--- src/busSizer_defs.svh ---
`ifndef BUS_SIZER_DEFS_SVH
`define BUS_SIZER_DEFS_SVH

//////////////////////////////
// Bus geometry
//////////////////////////////

// Width of the CPU and Amiga data buses
`define BS_DATA_W 32

// Width of a single byte lane
`define BS_LANE_W 8

// Number of byte lanes on each data bus
`define BS_LANE_CNT 4

// A 68040 line transfer moves four longwords
`define BS_BURST_BEATS 4

`endif

--- src/busSizerPkg.sv ---
package busSizerPkg;

`include "busSizer_defs.svh"

    // Beats in one line burst, visible to modules that count them
    localparam int BURST_BEATS = `BS_BURST_BEATS;

    //////////////////////////////
    // Bus vectors
    //////////////////////////////

    // One full data bus word
    typedef logic [`BS_DATA_W-1:0] dataWord_t;

    // Half of the bus, two byte lanes wide
    typedef logic [(`BS_LANE_CNT/2)*`BS_LANE_W-1:0] halfWord_t;

    // A1..A0 of the CPU or Amiga address
    typedef logic [1:0] addrLow_t;

    // SIZ1..SIZ0, equal bits mean longword or line and 2'b11 is a line
    typedef logic [1:0] xferSize_t;

    // Counts the beats of a line burst
    typedef logic [$clog2(BURST_BEATS)-1:0] beatCount_t;

    // Termination pair as {acknowledge, error}, both active low
    typedef enum logic [1:0] {
        RETRY  = 2'b00,
        NORMAL = 2'b01,
        ERROR  = 2'b10,
        WAIT   = 2'b11
    } termCode_t;

    // Transfer and bus-sizing sequencer states
    typedef enum logic [2:0] {
        IDLE,
        SETUP,
        FIRST_WAIT,
        SPLIT_START,
        SPLIT_ADDR,
        SPLIT_WAIT
    } seqState_t;

endpackage

--- src/laneCtrlIf.sv ---
`timescale 1ns/1ps
`include "busSizer_defs.svh"

// Lane steering controls from the sequencer to the data lane block
interface laneCtrlIf;

    // Direction of the running CPU cycle, at most one is high
    logic readActive;
    logic writeActive;

    // Swap the upper and lower word lanes
    logic flipWord;

    // Single cycle strobe that captures the Amiga upper word
    logic latchUpper;

    // Present the captured word on the CPU upper lanes
    logic useLatched;

    // The sequencer drives every control
    modport seq (
        output readActive, writeActive, flipWord, latchUpper, useLatched
    );

    // The data lanes only follow the controls
    modport lanes (
        input readActive, writeActive, flipWord, latchUpper, useLatched
    );

endinterface

--- src/cycleSequencer.sv ---
`timescale 1ns/1ps

module cycleSequencer
    import busSizerPkg::*;
(
    input  logic      CLK40,
    input  logic      RESETn,
    input  logic      rnw,
    input  logic      portSize,
    input  logic      lbenN,
    input  xferSize_t siz,
    input  addrLow_t  addrCpu,
    input  logic      tsCpuN,
    input  logic      tackN,
    input  logic      teaN,
    input  logic      tbiN,
    output logic      tsStart,
    output logic      taBlock,
    output logic      a2Force,
    laneCtrlIf.seq    lane
);

    seqState_t  state;
    seqState_t  nextState;
    termCode_t  term;
    beatCount_t beatCount;
    logic       tsSeen;
    logic       lwTrans;
    logic       burst;
    logic       portMismatch;
    logic       cycleStart;
    logic       lastBeat;
    logic       toIdle;

    // The target answers with the acknowledge and error pair
    assign term = termCode_t'({tackN, teaN});

    // On-board cycles are left alone, only off-board strobes start a cycle
    assign cycleStart = !tsSeen && lbenN;

    // A beat ends the cycle unless a line burst still has beats to go
    // and the target allows bursting
    assign lastBeat = !burst || !tbiN || (beatCount == beatCount_t'(BURST_BEATS - 1));

    assign toIdle = (state != IDLE) && (nextState == IDLE);

    // The upper word of the first split read is caught as it terminates
    assign lane.latchUpper = (state == FIRST_WAIT) && (term == NORMAL)
                             && portMismatch && lane.readActive;

    //////////////////////////////
    // Next state
    //////////////////////////////

    always_comb begin
        nextState = state;
        case (state)
            IDLE: begin
                if (cycleStart) begin
                    nextState = SETUP;
                end
            end
            SETUP: begin
                nextState = FIRST_WAIT;
            end
            FIRST_WAIT: begin
                case (term)
                    NORMAL: begin
                        // A mismatched port needs a second local cycle at address 2
                        if (portMismatch) begin
                            nextState = SPLIT_START;
                        end else if (lastBeat) begin
                            nextState = IDLE;
                        end
                    end
                    RETRY, ERROR: nextState = IDLE;
                    default: nextState = state;
                endcase
            end
            SPLIT_START: begin
                nextState = SPLIT_ADDR;
            end
            SPLIT_ADDR: begin
                nextState = SPLIT_WAIT;
            end
            SPLIT_WAIT: begin
                case (term)
                    NORMAL:       nextState = lastBeat ? IDLE : SETUP;
                    RETRY, ERROR: nextState = IDLE;
                    default:      nextState = state;
                endcase
            end
            default: nextState = IDLE;
        endcase
    end

    //////////////////////////////
    // State and control registers
    //////////////////////////////

    always_ff @(posedge CLK40) begin
        if (!RESETn) begin
            state            <= IDLE;
            tsSeen           <= 1'b1;
            tsStart          <= 1'b0;
            taBlock          <= 1'b0;
            a2Force          <= 1'b0;
            lwTrans          <= 1'b0;
            burst            <= 1'b0;
            portMismatch     <= 1'b0;
            beatCount        <= '0;
            lane.readActive  <= 1'b0;
            lane.writeActive <= 1'b0;
            lane.flipWord    <= 1'b0;
            lane.useLatched  <= 1'b0;
        end else begin
            tsSeen  <= tsCpuN;
            state   <= nextState;
            tsStart <= 1'b0;

            case (state)
                IDLE: begin
                    if (cycleStart) begin
                        lane.readActive  <= rnw;
                        lane.writeActive <= !rnw;
                        lwTrans          <= (siz[1] == siz[0]);
                        burst            <= (siz == 2'b11);
                        beatCount        <= '0;
                        // Hold back the acknowledge early so that no stray
                        // termination of a split beat reaches the CPU
                        taBlock          <= portSize && (siz[1] == siz[0]);
                    end
                end
                SETUP: begin
                    portMismatch    <= portSize && lwTrans;
                    // A word at address 2 of a word port sits on the upper lanes
                    lane.flipWord   <= portSize && addrCpu[1];
                    lane.useLatched <= 1'b0;
                end
                FIRST_WAIT: begin
                    if (term == NORMAL) begin
                        if (portMismatch) begin
                            tsStart <= 1'b1;
                            a2Force <= 1'b1;
                        end else begin
                            beatCount <= beatCount + 1'b1;
                        end
                    end
                end
                SPLIT_START: begin
                    // The second cycle ends the CPU beat
                    taBlock         <= 1'b0;
                    lane.flipWord   <= 1'b1;
                    lane.useLatched <= lane.readActive;
                end
                SPLIT_WAIT: begin
                    if (term == NORMAL) begin
                        a2Force   <= 1'b0;
                        beatCount <= beatCount + 1'b1;
                        if (!lastBeat) begin
                            // Next burst beat opens with its own Amiga strobe
                            tsStart <= 1'b1;
                            taBlock <= 1'b1;
                        end
                    end
                end
                default: begin
                end
            endcase

            // Leaving for IDLE drops every lane and address control
            if (toIdle) begin
                lane.readActive  <= 1'b0;
                lane.writeActive <= 1'b0;
                lane.flipWord    <= 1'b0;
                lane.useLatched  <= 1'b0;
                taBlock          <= 1'b0;
                a2Force          <= 1'b0;
                portMismatch     <= 1'b0;
            end
        end
    end

    //////////////////////////////
    // Checks
    //////////////////////////////

    // Every split strobe is a single cycle request
    tsStartPulse: assert property (@(posedge CLK40) disable iff (!RESETn)
        tsStart |=> !tsStart);

    // The data buffers never drive in both directions
    oneDirection: assert property (@(posedge CLK40) disable iff (!RESETn)
        !(lane.readActive && lane.writeActive));

    // Address 2 is only forced inside a running cycle
    a2InCycle: assert property (@(posedge CLK40) disable iff (!RESETn)
        a2Force |-> (state != IDLE));

endmodule

--- src/dataLaneSteer.sv ---
`timescale 1ns/1ps
`include "busSizer_defs.svh"

module dataLaneSteer
    import busSizerPkg::*;
(
    input  logic       CLK40,
    input  logic       RESETn,
    laneCtrlIf.lanes   lane,
    input  dataWord_t  dataCpuIn,
    input  dataWord_t  dataAmigaIn,
    output dataWord_t  dataCpuOut,
    output dataWord_t  dataAmigaOut,
    output logic       dataCpuOe,
    output logic       dataAmigaOe
);

    // Two byte lanes make one word
    localparam int HALF_W = (`BS_LANE_CNT / 2) * `BS_LANE_W;

    halfWord_t cpuUpper;
    halfWord_t cpuLower;
    halfWord_t amigaUpper;
    halfWord_t amigaLower;
    halfWord_t upperLatch;
    halfWord_t cpuReadUpper;
    halfWord_t cpuReadLower;
    halfWord_t amigaWriteUpper;
    logic      latchValid;

    // Word views of both buses, upper lanes hold the address 0 word
    assign cpuUpper   = dataCpuIn[`BS_DATA_W-1 -: HALF_W];
    assign cpuLower   = dataCpuIn[HALF_W-1:0];
    assign amigaUpper = dataAmigaIn[`BS_DATA_W-1 -: HALF_W];
    assign amigaLower = dataAmigaIn[HALF_W-1:0];

    //////////////////////////////
    // Read path
    //////////////////////////////

    // A word port only drives its upper lanes, so a flipped read moves
    // that word down to where the CPU expects address 2
    assign cpuReadLower = lane.flipWord ? amigaUpper : amigaLower;

    // During the second half of a split read the first word comes from the latch
    assign cpuReadUpper = lane.useLatched ? upperLatch : amigaUpper;

    assign dataCpuOut = {cpuReadUpper, cpuReadLower};

    //////////////////////////////
    // Write path
    //////////////////////////////

    // The word port sees only its upper lanes, a flipped write puts the
    // CPU lower word there
    assign amigaWriteUpper = lane.flipWord ? cpuLower : cpuUpper;

    // Lower lanes carry the CPU lower word for longword ports
    assign dataAmigaOut = {amigaWriteUpper, cpuLower};

    // Buffer direction comes straight from the cycle type
    assign dataCpuOe   = lane.readActive;
    assign dataAmigaOe = lane.writeActive;

    //////////////////////////////
    // Read word latch
    //////////////////////////////

    // Keeps the first word of a split read while the second cycle runs
    always_ff @(posedge CLK40) begin
        if (lane.latchUpper) begin
            upperLatch <= amigaUpper;
        end
    end

    // Tracks whether the latch holds a word of the current read
    always_ff @(posedge CLK40) begin
        if (!RESETn) begin
            latchValid <= 1'b0;
        end else if (lane.latchUpper) begin
            latchValid <= 1'b1;
        end else if (!lane.readActive) begin
            latchValid <= 1'b0;
        end
    end

    // The latched word is only shown after it was captured in this read
    latchBeforeUse: assert property (@(posedge CLK40) disable iff (!RESETn)
        lane.useLatched |-> latchValid);

endmodule

--- src/termRouter.sv ---
`timescale 1ns/1ps

module termRouter
    import busSizerPkg::*;
(
    input  logic CLK40,
    input  logic RESETn,
    input  logic tsCpuN,
    input  logic lbenN,
    input  logic tsStart,
    input  logic taBlock,
    input  logic tackN,
    input  logic teaN,
    input  logic tbiN,
    input  logic tciN,
    output logic tsAmigaN,
    output logic taCpuN,
    output logic teaCpuN,
    output logic tbiCpuN,
    output logic tciCpuN
);

    termCode_t term;
    logic      ackIn;

    //////////////////////////////
    // Transfer start
    //////////////////////////////

    // Off-board CPU strobes are copied one cycle late and split cycles
    // add their own strobe on request of the sequencer
    always_ff @(posedge CLK40) begin
        if (!RESETn) begin
            tsAmigaN <= 1'b1;
        end else begin
            tsAmigaN <= !((!tsCpuN && lbenN) || tsStart);
        end
    end

    //////////////////////////////
    // Termination
    //////////////////////////////

    assign term = termCode_t'({tackN, teaN});

    // Normal and retry both carry a low acknowledge
    assign ackIn = (term == NORMAL) || (term == RETRY);

    // The first half of a split beat is absorbed here
    assign taCpuN = !(ackIn && !taBlock);

    // Errors always reach the CPU so a failed split cannot hang it
    assign teaCpuN = teaN;

    // On-board memory answers the CPU itself so both inhibits stay high
    assign tbiCpuN = lbenN ? tbiN : 1'b1;
    assign tciCpuN = lbenN ? tciN : 1'b1;

endmodule

--- src/busSizer.sv ---
`timescale 1ns/1ps

module busSizer
    import busSizerPkg::*;
(
    input  logic      CLK40,
    input  logic      RESETn,
    input  logic      rnw,
    input  logic      portSize,
    input  logic      lbenN,
    input  xferSize_t siz,
    input  addrLow_t  addrCpu,
    input  logic      tsCpuN,
    input  logic      tackN,
    input  logic      teaN,
    input  logic      tbiN,
    input  logic      tciN,
    input  dataWord_t dataCpuIn,
    input  dataWord_t dataAmigaIn,
    output logic      tsAmigaN,
    output logic      taCpuN,
    output logic      teaCpuN,
    output logic      tbiCpuN,
    output logic      tciCpuN,
    output addrLow_t  addrAmiga,
    output dataWord_t dataCpuOut,
    output logic      dataCpuOe,
    output dataWord_t dataAmigaOut,
    output logic      dataAmigaOe
);

    logic tsStart;
    logic taBlock;
    logic a2Force;

    laneCtrlIf i_laneCtrlIf ();

    // The second cycle of a split runs at address 2, all other cycles
    // use the CPU address as is
    assign addrAmiga = a2Force ? addrLow_t'(2'b10) : addrCpu;

    //////////////////////////////
    // Blocks
    //////////////////////////////

    cycleSequencer i_cycleSequencer (
        .CLK40    (CLK40),
        .RESETn   (RESETn),
        .rnw      (rnw),
        .portSize (portSize),
        .lbenN    (lbenN),
        .siz      (siz),
        .addrCpu  (addrCpu),
        .tsCpuN   (tsCpuN),
        .tackN    (tackN),
        .teaN     (teaN),
        .tbiN     (tbiN),
        .tsStart  (tsStart),
        .taBlock  (taBlock),
        .a2Force  (a2Force),
        .lane     (i_laneCtrlIf.seq)
    );

    dataLaneSteer i_dataLaneSteer (
        .CLK40        (CLK40),
        .RESETn       (RESETn),
        .lane         (i_laneCtrlIf.lanes),
        .dataCpuIn    (dataCpuIn),
        .dataAmigaIn  (dataAmigaIn),
        .dataCpuOut   (dataCpuOut),
        .dataAmigaOut (dataAmigaOut),
        .dataCpuOe    (dataCpuOe),
        .dataAmigaOe  (dataAmigaOe)
    );

    // Strobe output and termination forwarding toward the CPU
    termRouter i_termRouter (
        .CLK40    (CLK40),
        .RESETn   (RESETn),
        .tsCpuN   (tsCpuN),
        .lbenN    (lbenN),
        .tsStart  (tsStart),
        .taBlock  (taBlock),
        .tackN    (tackN),
        .teaN     (teaN),
        .tbiN     (tbiN),
        .tciN     (tciN),
        .tsAmigaN (tsAmigaN),
        .taCpuN   (taCpuN),
        .teaCpuN  (teaCpuN),
        .tbiCpuN  (tbiCpuN),
        .tciCpuN  (tciCpuN)
    );

endmodule

--- config.mk ---
export PLATFORM = sky130hd
export DESIGN_NAME = busSizer
export DESIGN_NICKNAME = d
export VERILOG_FILES = /design/src/busSizerPkg.sv /design/src/laneCtrlIf.sv /design/src/cycleSequencer.sv /design/src/dataLaneSteer.sv /design/src/termRouter.sv /design/src/busSizer.sv
export VERILOG_INCLUDE_DIRS = /design/src /design/src/src
export SDC_FILE = /design/constraint.sdc
export NUM_CORES = 1
export LEC_CHECK = 0
export BUFFER_PORTS_ARGS = -buffer_cell sky130_fd_sc_hd__buf_4
export CORE_UTILIZATION = 44
export CTS_CLUSTER_SIZE = 28
export DETAILED_ROUTE_END_ITERATION = 10
export PLACE_DENSITY = 0.95
export SLEW_MARGIN = 10
export SYNTH_ARGS = -nofsm -noshare
export SYNTH_HDL_FRONTEND = slang
export SYNTH_SLANG_ARGS = --single-unit
export TNS_END_PERCENT = 30
--- constraint.sdc ---
create_clock -name CLK40 -period 3.84 [get_ports CLK40]
set_input_delay 0.384 -clock CLK40 [delete_from_list [all_inputs] [get_ports CLK40]]
set_output_delay 0.384 -clock CLK40 [all_outputs]
set_load 0.02 [all_outputs]
==> results.cfg, run 1 <==
[run_status]
outcome = complete, but fails checks
violations = design-rule violations

[final_layout]
insertedDiodeCount = 0
regMostFlops = i_dataLaneSteer.upperLatch
area_delta_synth_final_pct = 55.42
largest_register_ffs = 16
layout-drive-gt1-share_pct = 64.33
num-nets-final = 407
reg.largest.list = i_dataLaneSteer.upperLatch (16), i_cycleSequencer.state (3), i_cycleSequencer.beatCount (2)
fill_cells = 320

[timing]
finalSetupTns_ns = 0
rsz0062_at_grt = no
worst_pin_slew_ns = 0.7069
finalCritPeriodShare_pct = 59.53
finalHoldViolCount = 0
maxSlewViolCount = 0
clock.fmax_mhz = 437.5
fin_crit_ns = 2.286
relSlewSlack_pct = 52.88
setup_viol = 0
skew_ns = 0.007048

[floorplan]
start_util_pct = 46.73
die_h_um = 70.71
core_region_area_mm2 = 0.004444
die-area_mm2 = 0.004999
die_x_um = 70.71
pin_count = 151
rows = 24

[power_and_ir_drop]
cellLeakagePower_nw = 1.469
power.internal_uw = 777.8
power_frac_clock_pct = 37.2
power_density_mw_per_mm2 = 323.8
switchingPower_uw = 267.4
switching_share_pct = 25.59
comb_power_share_pct = 26.5
seqPwrFrac_pct = 36.3
peakVddDrop_mv = 0.2372
power_mw = 1.045

[logic_synthesis]
yosys-top-cells-area = mux2_2 (26%), edfxtp_1 (23%), dfxtp_1 (16%), buf_4 (6.1%), a21oi_1 (3.1%)
syn_inst = 199
avgSynthCellArea_um2 = 10.44
yosys.area.top_type = mux2_2
ys.warnings.count = 0
synth_flop_cell = dfxtp_1
syn_nets = 279
synth_edf_count = 16
yosysSeqAreaShare_pct = 39.52
yosys.cell_types.count = 41
netlist_area_mm2 = 0.002077
ys_ff_latch = 33
async_flop_share_pct = 0
synth_top_area_share_pct = 26.02

[clock_tree]
clkSinkCount = 33
clockBufferDepth = 2
cts_setup_buffers = 0
cts_max_level = 2
cts_buffers = 5
cts_resized = 0
cts_tree = done
cts_root_buf = clkbuf_8
postCtsHoldBufs = 0
cts.reportedPaths.clkPinSlew_ns = 0.07
clk_latency_ns = 0.29

[routing]
drtIter0Drc = 117
dr.pass1.iters = 7
vias_per_cell = 5.187
via_count = 1971
totalWireLength_mm = 6.095
drt-wirelength-per-cell_um = 16.04
drt.antenna.violating_nets = 0
drc = 26

[critical_path]
crit_path_top_delay_cell = dfxtp_1
arrival_ns = 1.90
startpoint = i_cycleSequencer.lane.flipWord
crit_fanout = 22
worstSetupEndpointType = output pin
crit_chain = buf_4 -> mux2_2 -> buf_4
crit_required_ns = 3.46
worst-path-buf-inv = 2
slowest_delay_ns = 0.66
path_class = flop to output pin
path_delay_family = flip-flops
worstSetupStartpointType = flop
crit_top_cell = buf_4
rr_startpoint = i_cycleSequencer.state[1]

[global_routing]
grt_usage_pct = 23.77
antenna_found_initial = 0
globalRoute.totalOverflow = 0
grt_pass1_vias = 1907
grt_pass1_wl_mm = 9.370
grt_max_degree = 23

[place]
place.port_buffers = 150
gp_congestion = 0.8419
dp_hpwl_mm = 4.843

[job]
cap_viol_max_count = 0

[min_path]
holdCritStartpoint = dataAmigaIn[26]
hold_class = input pin to flop
[per-layer routing]
| layer | vias to the layer above | routed length (um) | part of all wire (%) | track usage [%] |
|---|---|---|---|---|
| met5 | - | 0 | 0 | 0 |
| met4 | 0 | 51 | 0.84 | 5.778 |
| met3 | 6 | 497 | 8.2 | 6.838 |
| met2 | 81 | 3021 | 50 | 39.74 |
| met1 | 919 | 2524 | 41 | 30.38 |
| li1 | 965 | - | - | - |
[metrics by stage]
step	cell area, um^2	hold WS (ns)	worst slack [ns]	std cells	util [%]
global placement	3094	0.4087	1.807	372	69.62
global route	3228	0.2825	1.497	380	72.64
floorplan	2077	0.3994	2.120	199	-
detailed placement	3094	0.4154	1.800	372	69.62
finish	3228	0.2851	1.554	380	72.64
CTS	3228	0.2787	1.558	380	72.64
[synthesized netlist by cell type, types with 2 or more instances]
cell type and count:
clkbuf_1 8, mux2_2 48, o21ai_0 4, nand2_1 11, ha_1 2, or2_2 2
a21oi_1 13, a21boi_1 2, o211a_1 2, o211ai_1 2, edfxtp_1 16, and3b_1 2
nand3_1 5, nor2b_1 3, dfxtp_1 17, buf_2 4, o21ai_1 2, nor2_1 7
a21boi_0 2, and2_1 3, nand2b_1 5, buf_4 17, inv_1 4
[power groups by stage]
stage	clock network [mW]	logic [mW]	registers (mW)
2_1_floorplan	0	0.141	0.385
3_3_place_gp	0	0.271	0.387
3_5_place_dp	0	0.277	0.387
4_1_cts	0.396	0.278	0.379
5_1_grt	0.412	0.293	0.380
6_report	0.389	0.277	0.379
[cell type report]
class                           count  area [um^2]  share of cell area (%)
Sequential cell                    33        820.8                   25.43
Tap cell                           52        65.06                   2.016
Timing Repair Buffer              151         1134                   35.12
Clock inverter                      3        65.06                   2.016
Inverter                            4        15.01                  0.4651
Clock buffer                        5        68.82                   2.132
Multi-Input combinational cell    132         1060                   32.83
[logic make-up (layout without fill, tap and decap cells)]
family	Yosys count	count (layout)	synth area share, %
muxes	48	48	26.02
and+or+nand+nor	45	45	12.11
AOI/OAI and AO/OA	37	37	11.69
buffers and inverters	34	163	9.457
DFF	33	33	39.52
adders and majority gates	2	2	1.205
[worst paths after layout]
path | endpoint | slack, ns | depth (start not counted)
max | dataAmigaOut[19] | 1.55 | 3
min | i_dataLaneSteer.upperLatch[10] | 0.29 | 1
max reg2reg | i_dataLaneSteer.upperLatch[13] | 1.86 | 2
min reg2reg | i_termRouter.tsAmigaN | 0.43 | 1
[cell usage in the layout (no fill, tap or decap), types with 3 or more instances in the layout]
master,count
buf_4,151
mux2_2,48
dfxtp_1,17
edfxtp_1,16
a21oi_1,13
nand2_1,11
nor2_1,7
nand2b_1,5
nand3_1,5
clkbuf_8,5
inv_1,4
o21ai_0,4
nor2b_1,3
and2_1,3
Power figures use the tool's default switching activity.
==> inputs of run 2 (changes only) <==
--- a/config.mk
+++ b/config.mk
@@ -6,11 +6,12 @@
 export SDC_FILE = /design/constraint.sdc
 export NUM_CORES = 1
 export LEC_CHECK = 0
+export ABC_AREA = 1
 export BUFFER_PORTS_ARGS = -buffer_cell sky130_fd_sc_hd__buf_4
-export CORE_UTILIZATION = 44
+export CORE_UTILIZATION = 41
 export CTS_CLUSTER_SIZE = 28
 export DETAILED_ROUTE_END_ITERATION = 10
-export PLACE_DENSITY = 0.95
+export PLACE_DENSITY = 0.9
 export SLEW_MARGIN = 10
 export SYNTH_ARGS = -nofsm -noshare
 export SYNTH_HDL_FRONTEND = slang
==> constraint.sdc (replaced) <==
create_clock -name CLK40 -period 2.35 [get_ports CLK40]
set_input_delay 0.235 -clock CLK40 [delete_from_list [all_inputs] [get_ports CLK40]]
set_output_delay 0.235 -clock CLK40 [all_outputs]
set_load 0.02 [all_outputs]
==> run 2 against run 1 <==
  * The flow now finishes without violations
  * Synthesized cell count is 39% higher
  * Largest cell class unchanged
  * Final cell count is 26% higher
  * Clock power is 5.9% higher
  * Wire length is 1.9% higher
  * Highest routed layer unchanged
==> results.cfg, run 2 <==
[run_status]
outcome = finished, final reports clean

[critical_path]
worstSetupEndpoint = dataCpuOut[7]
cp.depth = 4
rr_startpoint = i_cycleSequencer.state[0]
ff2ff_setup_slack_ns = 0.87
path_class = flop to output pin
crit_required_ns = 2.12
crit_fanout = 28
worst-path-buf-inv = 2
path_delay_family = flip-flops
worstSetupStartpointType = flop
worstSetupEndpointType = output pin
startpoint = i_cycleSequencer.lane.flipWord
slowest_delay_ns = 0.71
crit_top_cell = buf_4
r2r_end = i_cycleSequencer.taBlock
crit_path_top_delay_cell = dfxtp_2
crit_chain = buf_4 -> nor2_1 -> a21oi_1 -> buf_4
arrival_ns = 1.70
reg2reg_depth = 6

[final_layout]
mostFrequentLayoutCell = buf_4
most-common-layout-cells = buf_4 (153), nand2_1 (46), inv_1 (34), nor2_1 (32), o21ai_0 (26)
fin_area_mm2 = 0.003277
largest_register_ffs = 16
area_delta_synth_final_pct = 53.79
fin_util_pct = 67.59
layout-drive-gt1-share_pct = 49.03
insertedDiodeCount = 0
num-nets-final = 491
fill_cells = 409
regMostFlops = i_dataLaneSteer.upperLatch
reg.largest.list = i_dataLaneSteer.upperLatch (16), i_cycleSequencer.state (3), i_cycleSequencer.beatCount (2)

[logic_synthesis]
synthSimpleGateAreaFrac_pct = 22.14
yosys-top-cells-area = edfxtp_1 (23%), dfxtp_1 (16%), mux2_2 (9.5%), nand2_1 (8.1%), buf_4 (6.3%)
synth_flop_cell = dfxtp_1
syn_nets = 357
synth_top_area_share_pct = 22.55
yosys.area.top_type = edfxtp_1
ys.warnings.count = 0
yosysSeqAreaShare_pct = 38.52
netlist_area_mm2 = 0.002131
synth_edf_count = 16
synthXorXnorAreaFrac_pct = 0
ys_ff_latch = 33
async_flop_share_pct = 0
synth_fa_ha_area_share_pct = 1.174
synth_compound_area_share_pct = 14.15
avgSynthCellArea_um2 = 7.692
synth_mux_area_share_pct = 9.513
synth_top_family_by_area = simple AND/OR/NAND/NOR gates
syn_inst = 277
synth.most_common_cell = nand2_1
yosys.cell_types.count = 30
synth_commonest_cells = nand2_1 (46), inv_1 (34), nor2_1 (32)

[timing]
fin_ws_ns = 0.4153
maxSlewViolCount = 0
skew_ns = 0.005753
fin_crit_ns = 1.935
finalSetupTns_ns = 0
worst_pin_slew_ns = 0.6032
finalCritPeriodShare_pct = 82.33
finalHoldViolCount = 0
relSlewSlack_pct = 59.79
setup_viol = 0
rsz0062_at_grt = no
clock.fmax_mhz = 516.9

[floorplan]
rows = 25
die_h_um = 74.09
pin_count = 151
start_util_pct = 43.95
die-area_mm2 = 0.005489
die_x_um = 74.09
core_region_area_mm2 = 0.004848

[place]
dp_hpwl_mm = 5.108
place_ws_ns = 0.7415
placedInstanceArea_mm2 = 0.003191
place.port_buffers = 150
gp_congestion = 0.9004

[routing]
totalWireLength_mm = 6.213
drt.antenna.violating_nets = 0
dr.pass1.iters = 4
via_count = 2274
drt-wirelength-per-cell_um = 12.97
vias_per_cell = 4.747
drtIter0Drc = 187
drc = 0

[clock_tree]
cts_resized = 0
postCtsHoldBufs = 0
clkSinkCount = 33
cts_tree = done
clk_latency_ns = 0.29
cts_buffers = 5
clockBufferDepth = 2
cts_root_buf = clkbuf_8
cts.reportedPaths.clkPinSlew_ns = 0.07
cts_max_level = 2
cts_setup_buffers = 0

[power_and_ir_drop]
cellLeakagePower_nw = 1.604
power_mw = 1.501
peakVddDrop_mv = 0.2544
power_density_mw_per_mm2 = 458.2

[global_routing]
grt_usage_pct = 20.42
antenna_found_initial = 0
grt_pass1_wl_mm = 8.687
globalRoute.totalOverflow = 0
grt_pass1_vias = 2011
grt_max_degree = 29

[min_path]
hold_class = input pin to flop

[job]
cap_viol_max_count = 0
run 2: per-stage QoR:
stage | hold slack, ns | cells
after floorplan | 0.3112 | 277
after global placement | 0.4123 | 471
after detailed placement | 0.4254 | 471
after CTS | 0.1304 | 479
after global routing | 0.1304 | 479
final | 0.1365 | 479
run 2: how the worst min path moves through the flow:
stage / startpoint / slack [ns] / end / cells after the start
after CTS: dataAmigaIn[20] / 0.13 / i_dataLaneSteer.upperLatch[4] / 1
after global routing: dataAmigaIn[20] / 0.13 / i_dataLaneSteer.upperLatch[4] / 1
final: dataAmigaIn[20] / 0.14 / i_dataLaneSteer.upperLatch[4] / 1
after global placement: i_cycleSequencer.tsStart / 0.41 / i_termRouter.tsAmigaN / 1
after detailed placement: i_cycleSequencer.tsStart / 0.43 / i_termRouter.tsAmigaN / 1
after floorplan: RESETn / 0.31 / i_termRouter.tsAmigaN / 1
run 2: power breakdown:
group / leakage (nW) / switching (mW) / total, mW / internal, mW
logic: 1.28 / 0.232 / 0.465 / 0.232
clock network: 0.0439 / 0.208 / 0.412 / 0.204
registers: 0.282 / 0.0133 / 0.625 / 0.612
total: 1.60 / 0.453 / 1.50 / 1.05
run 2: worst reg2reg max path, delay by kind of cell, from the launching register on:
| kind | cells | cell delay (ns) |
|---|---|---|
| simple gates | 5 | 0.67 |
| flops | 1 | 0.54 |
| compound gates | 1 | 0.20 |
run 2: cell type report:
cell class / count / area (um^2) / share of cell area (%)
clock buffers: 5 / 68.82 / 2.100
clock inverters: 3 / 17.52 / 0.5346
inverters: 36 / 135.1 / 4.124
multi-input cells: 182 / 1001 / 30.55
flip-flops and latches: 33 / 822.0 / 25.09
well taps: 67 / 83.83 / 2.558
repair buffers: 153 / 1149 / 35.05
run 2: layer usage:
layer	wire length, um	vias to the layer above	part of all wire, %	track usage [%]
li1	-	1157	-	-
met4	94	0	1.5	6.624
met2	3242	84	52	36.97
met3	448	12	7.2	4.472
met5	0	-	0	0
met1	2428	1021	39	23.84
run 2: cells by family after synthesis:
family | count (synthesis)
muxes | 18
buffers and inverters | 62
adders and majority gates | 2
AOI/OAI and AO/OA | 56
and+or+nand+nor | 106
DFF | 33
==> inputs of run 3 (changes only) <==
==> constraint.sdc (replaced) <==
create_clock -name CLK40 -period 1.9 [get_ports CLK40]
set_input_delay 0.19 -clock CLK40 [delete_from_list [all_inputs] [get_ports CLK40]]
set_output_delay 0.19 -clock CLK40 [all_outputs]
set_load 0.02 [all_outputs]
==> run 3 against run 2 <==
  * Flip-flop and latch count unchanged
  * Combinational power increased by 25%
  * Final cell count unchanged
  * Count of clock-buffer cells in the layout up 2
  * Design area is 0.11% lower
  * Critical path depth is the same
==> results.cfg, run 3 (synthesis gave the netlist of run 2 again) <==
[routing]
dr.pass1.iters = 4
drt.antenna.violating_nets = 0
totalWireLength_mm = 6.156
drc = 0
drt-wirelength-per-cell_um = 12.85
vias_per_cell = 4.775
drtIter0Drc = 166
via_count = 2287

[clock_tree]
clk_latency_ns = 0.28
cts_root_buf = clkbuf_8
cts_buffers = 5
cts.reportedPaths.clkPinSlew_ns = 0.06
clkSinkCount = 33
cts_tree = done
cts_max_level = 2
clockBufferDepth = 2
postCtsHoldBufs = 0

[critical_path]
worstSetupEndpointType = output pin
crit_fanout = 28
r2r_end = i_dataLaneSteer.upperLatch[15]
crit_required_ns = 1.71
arrival_ns = 1.51
crit_path_top_delay_cell = dfxtp_4
reg2reg_depth = 5
crit_chain = buf_4 -> nor2_1 -> a21oi_1 -> buf_4
slowest_delay_ns = 0.50
ff2ff_setup_slack_ns = 0.38
worstSetupStartpointType = flop
rr_startpoint = i_cycleSequencer.state[1]
path_class = flop to output pin
crit_top_cell = buf_4

[power_and_ir_drop]
cellLeakagePower_nw = 1.601
peakVddDrop_mv = 0.2550
power_mw = 1.839
power_density_mw_per_mm2 = 561.8

[final_layout]
mostFrequentLayoutCell = buf_4
largest_register_ffs = 16
seqCellArea_um2 = 824.5
area_delta_synth_final_pct = 53.61
multi_input_area_mm2 = 0.001001
fill_cells = 410
most-common-layout-cells = buf_4 (153), nand2_1 (46), inv_1 (34), nor2_1 (32), o21ai_0 (26)
final_cells = 479
regMostFlops = i_dataLaneSteer.upperLatch
insertedDiodeCount = 0
layout-drive-gt1-share_pct = 48.30
num-nets-final = 491
reg.largest.list = i_dataLaneSteer.upperLatch (16), i_cycleSequencer.state (3), i_cycleSequencer.beatCount (2)

[place]
gp_congestion = 0.9040
dp_hpwl_mm = 4.981
place.port_buffers = 150
placed_cells = 471
place_ws_ns = 0.3734

[timing]
finalHoldViolCount = 0
maxSlewViolCount = 0
setup_viol = 0
fin_ws_ns = 0.2022
rsz0062_at_grt = no
fin_crit_ns = 1.698
relSlewSlack_pct = 73.60
finalSetupTns_ns = 0
finalCritPeriodShare_pct = 89.36
clock.fmax_mhz = 589.0
worst_pin_slew_ns = 0.3955
skew_ns = 0.003066

[floorplan]
die_h_um = 74.09
core_region_area_mm2 = 0.004848
die-area_mm2 = 0.005489
start_util_pct = 43.95
rows = 25
die_x_um = 74.09
pin_count = 151

[min_path]
hold_class = input pin to flop
holdCritStartpoint = dataAmigaIn[20]
min_path_cells = 1
hold_end = i_dataLaneSteer.upperLatch[4]

[run_status]
outcome = finished, final reports clean

[job]
cap_viol_max_count = 0

[global_routing]
grt_usage_pct = 21.11
globalRoute.totalOverflow = 0
grt_max_degree = 32
antenna_found_initial = 0
grt_pass1_wl_mm = 8.935
grt_pass1_vias = 2059
run 3: how the worst max path moves through the flow:
stage | slack [ns] | from | endpoint | depth (start not counted)
2_1_floorplan | 0.08 | i_cycleSequencer.state[1] | i_dataLaneSteer.upperLatch[0] | 4
3_3_place_gp | 0.43 | i_cycleSequencer.state[1] | i_dataLaneSteer.upperLatch[2] | 5
3_5_place_dp | 0.37 | i_cycleSequencer.lane.flipWord | dataCpuOut[2] | 4
4_1_cts | 0.06 | i_cycleSequencer.lane.flipWord | dataCpuOut[2] | 4
5_1_grt | 0.07 | i_cycleSequencer.lane.flipWord | dataCpuOut[2] | 4
6_report | 0.20 | i_cycleSequencer.lane.flipWord | dataCpuOut[2] | 4
run 3: per-layer routing:
layer,track usage [%],part of all wire [%]
met1,24.18,38
met2,38.08,54
met3,5.962,7.8
met4,6.197,0.91
met5,0,0
run 3: area by class of cell:
cell class	count	area share, %
repair buffers	153	35.09
multi-input cells	182	30.58
flip-flops and latches	33	25.19
inverters	36	4.128
well taps	67	2.561
clock buffers	7	2.332
clock inverters	1	0.1147
run 3: power by group:
group          switching (mW)  leakage [nW]  internal [mW]
sequential             0.0145         0.283          0.756
combinational           0.292          1.28          0.287
clock                   0.234        0.0399          0.254
total                   0.541          1.60           1.30
run 3: critical path, delay by kind of cell, from the launching register on:
kind                   cells  cell delay, ns
buffers and inverters      2            0.49
and+or+nand+nor            1            0.08
AOI/OAI and AO/OA          1            0.15
DFF                        1            0.50
run 3: per-stage QoR:
| step | util (%) | hold WS (ns) | instance area (um^2) |
|---|---|---|---|
| after floorplan | - | 0.2662 | 2131 |
| after global placement | 65.81 | 0.3790 | 3191 |
| after detailed placement | 65.81 | 0.3798 | 3191 |
| after CTS | 67.46 | 0.08722 | 3271 |
| after global routing | 67.51 | 0.08775 | 3273 |
| final | 67.51 | 0.09205 | 3273 |
run 3: what timing repair did:
action,4_1_cts,5_1_grt
gates resized for setup,0,1
buffers inserted,0,0
endpoints found under the setup margin,0,14
endpoints found under the hold margin,0,0
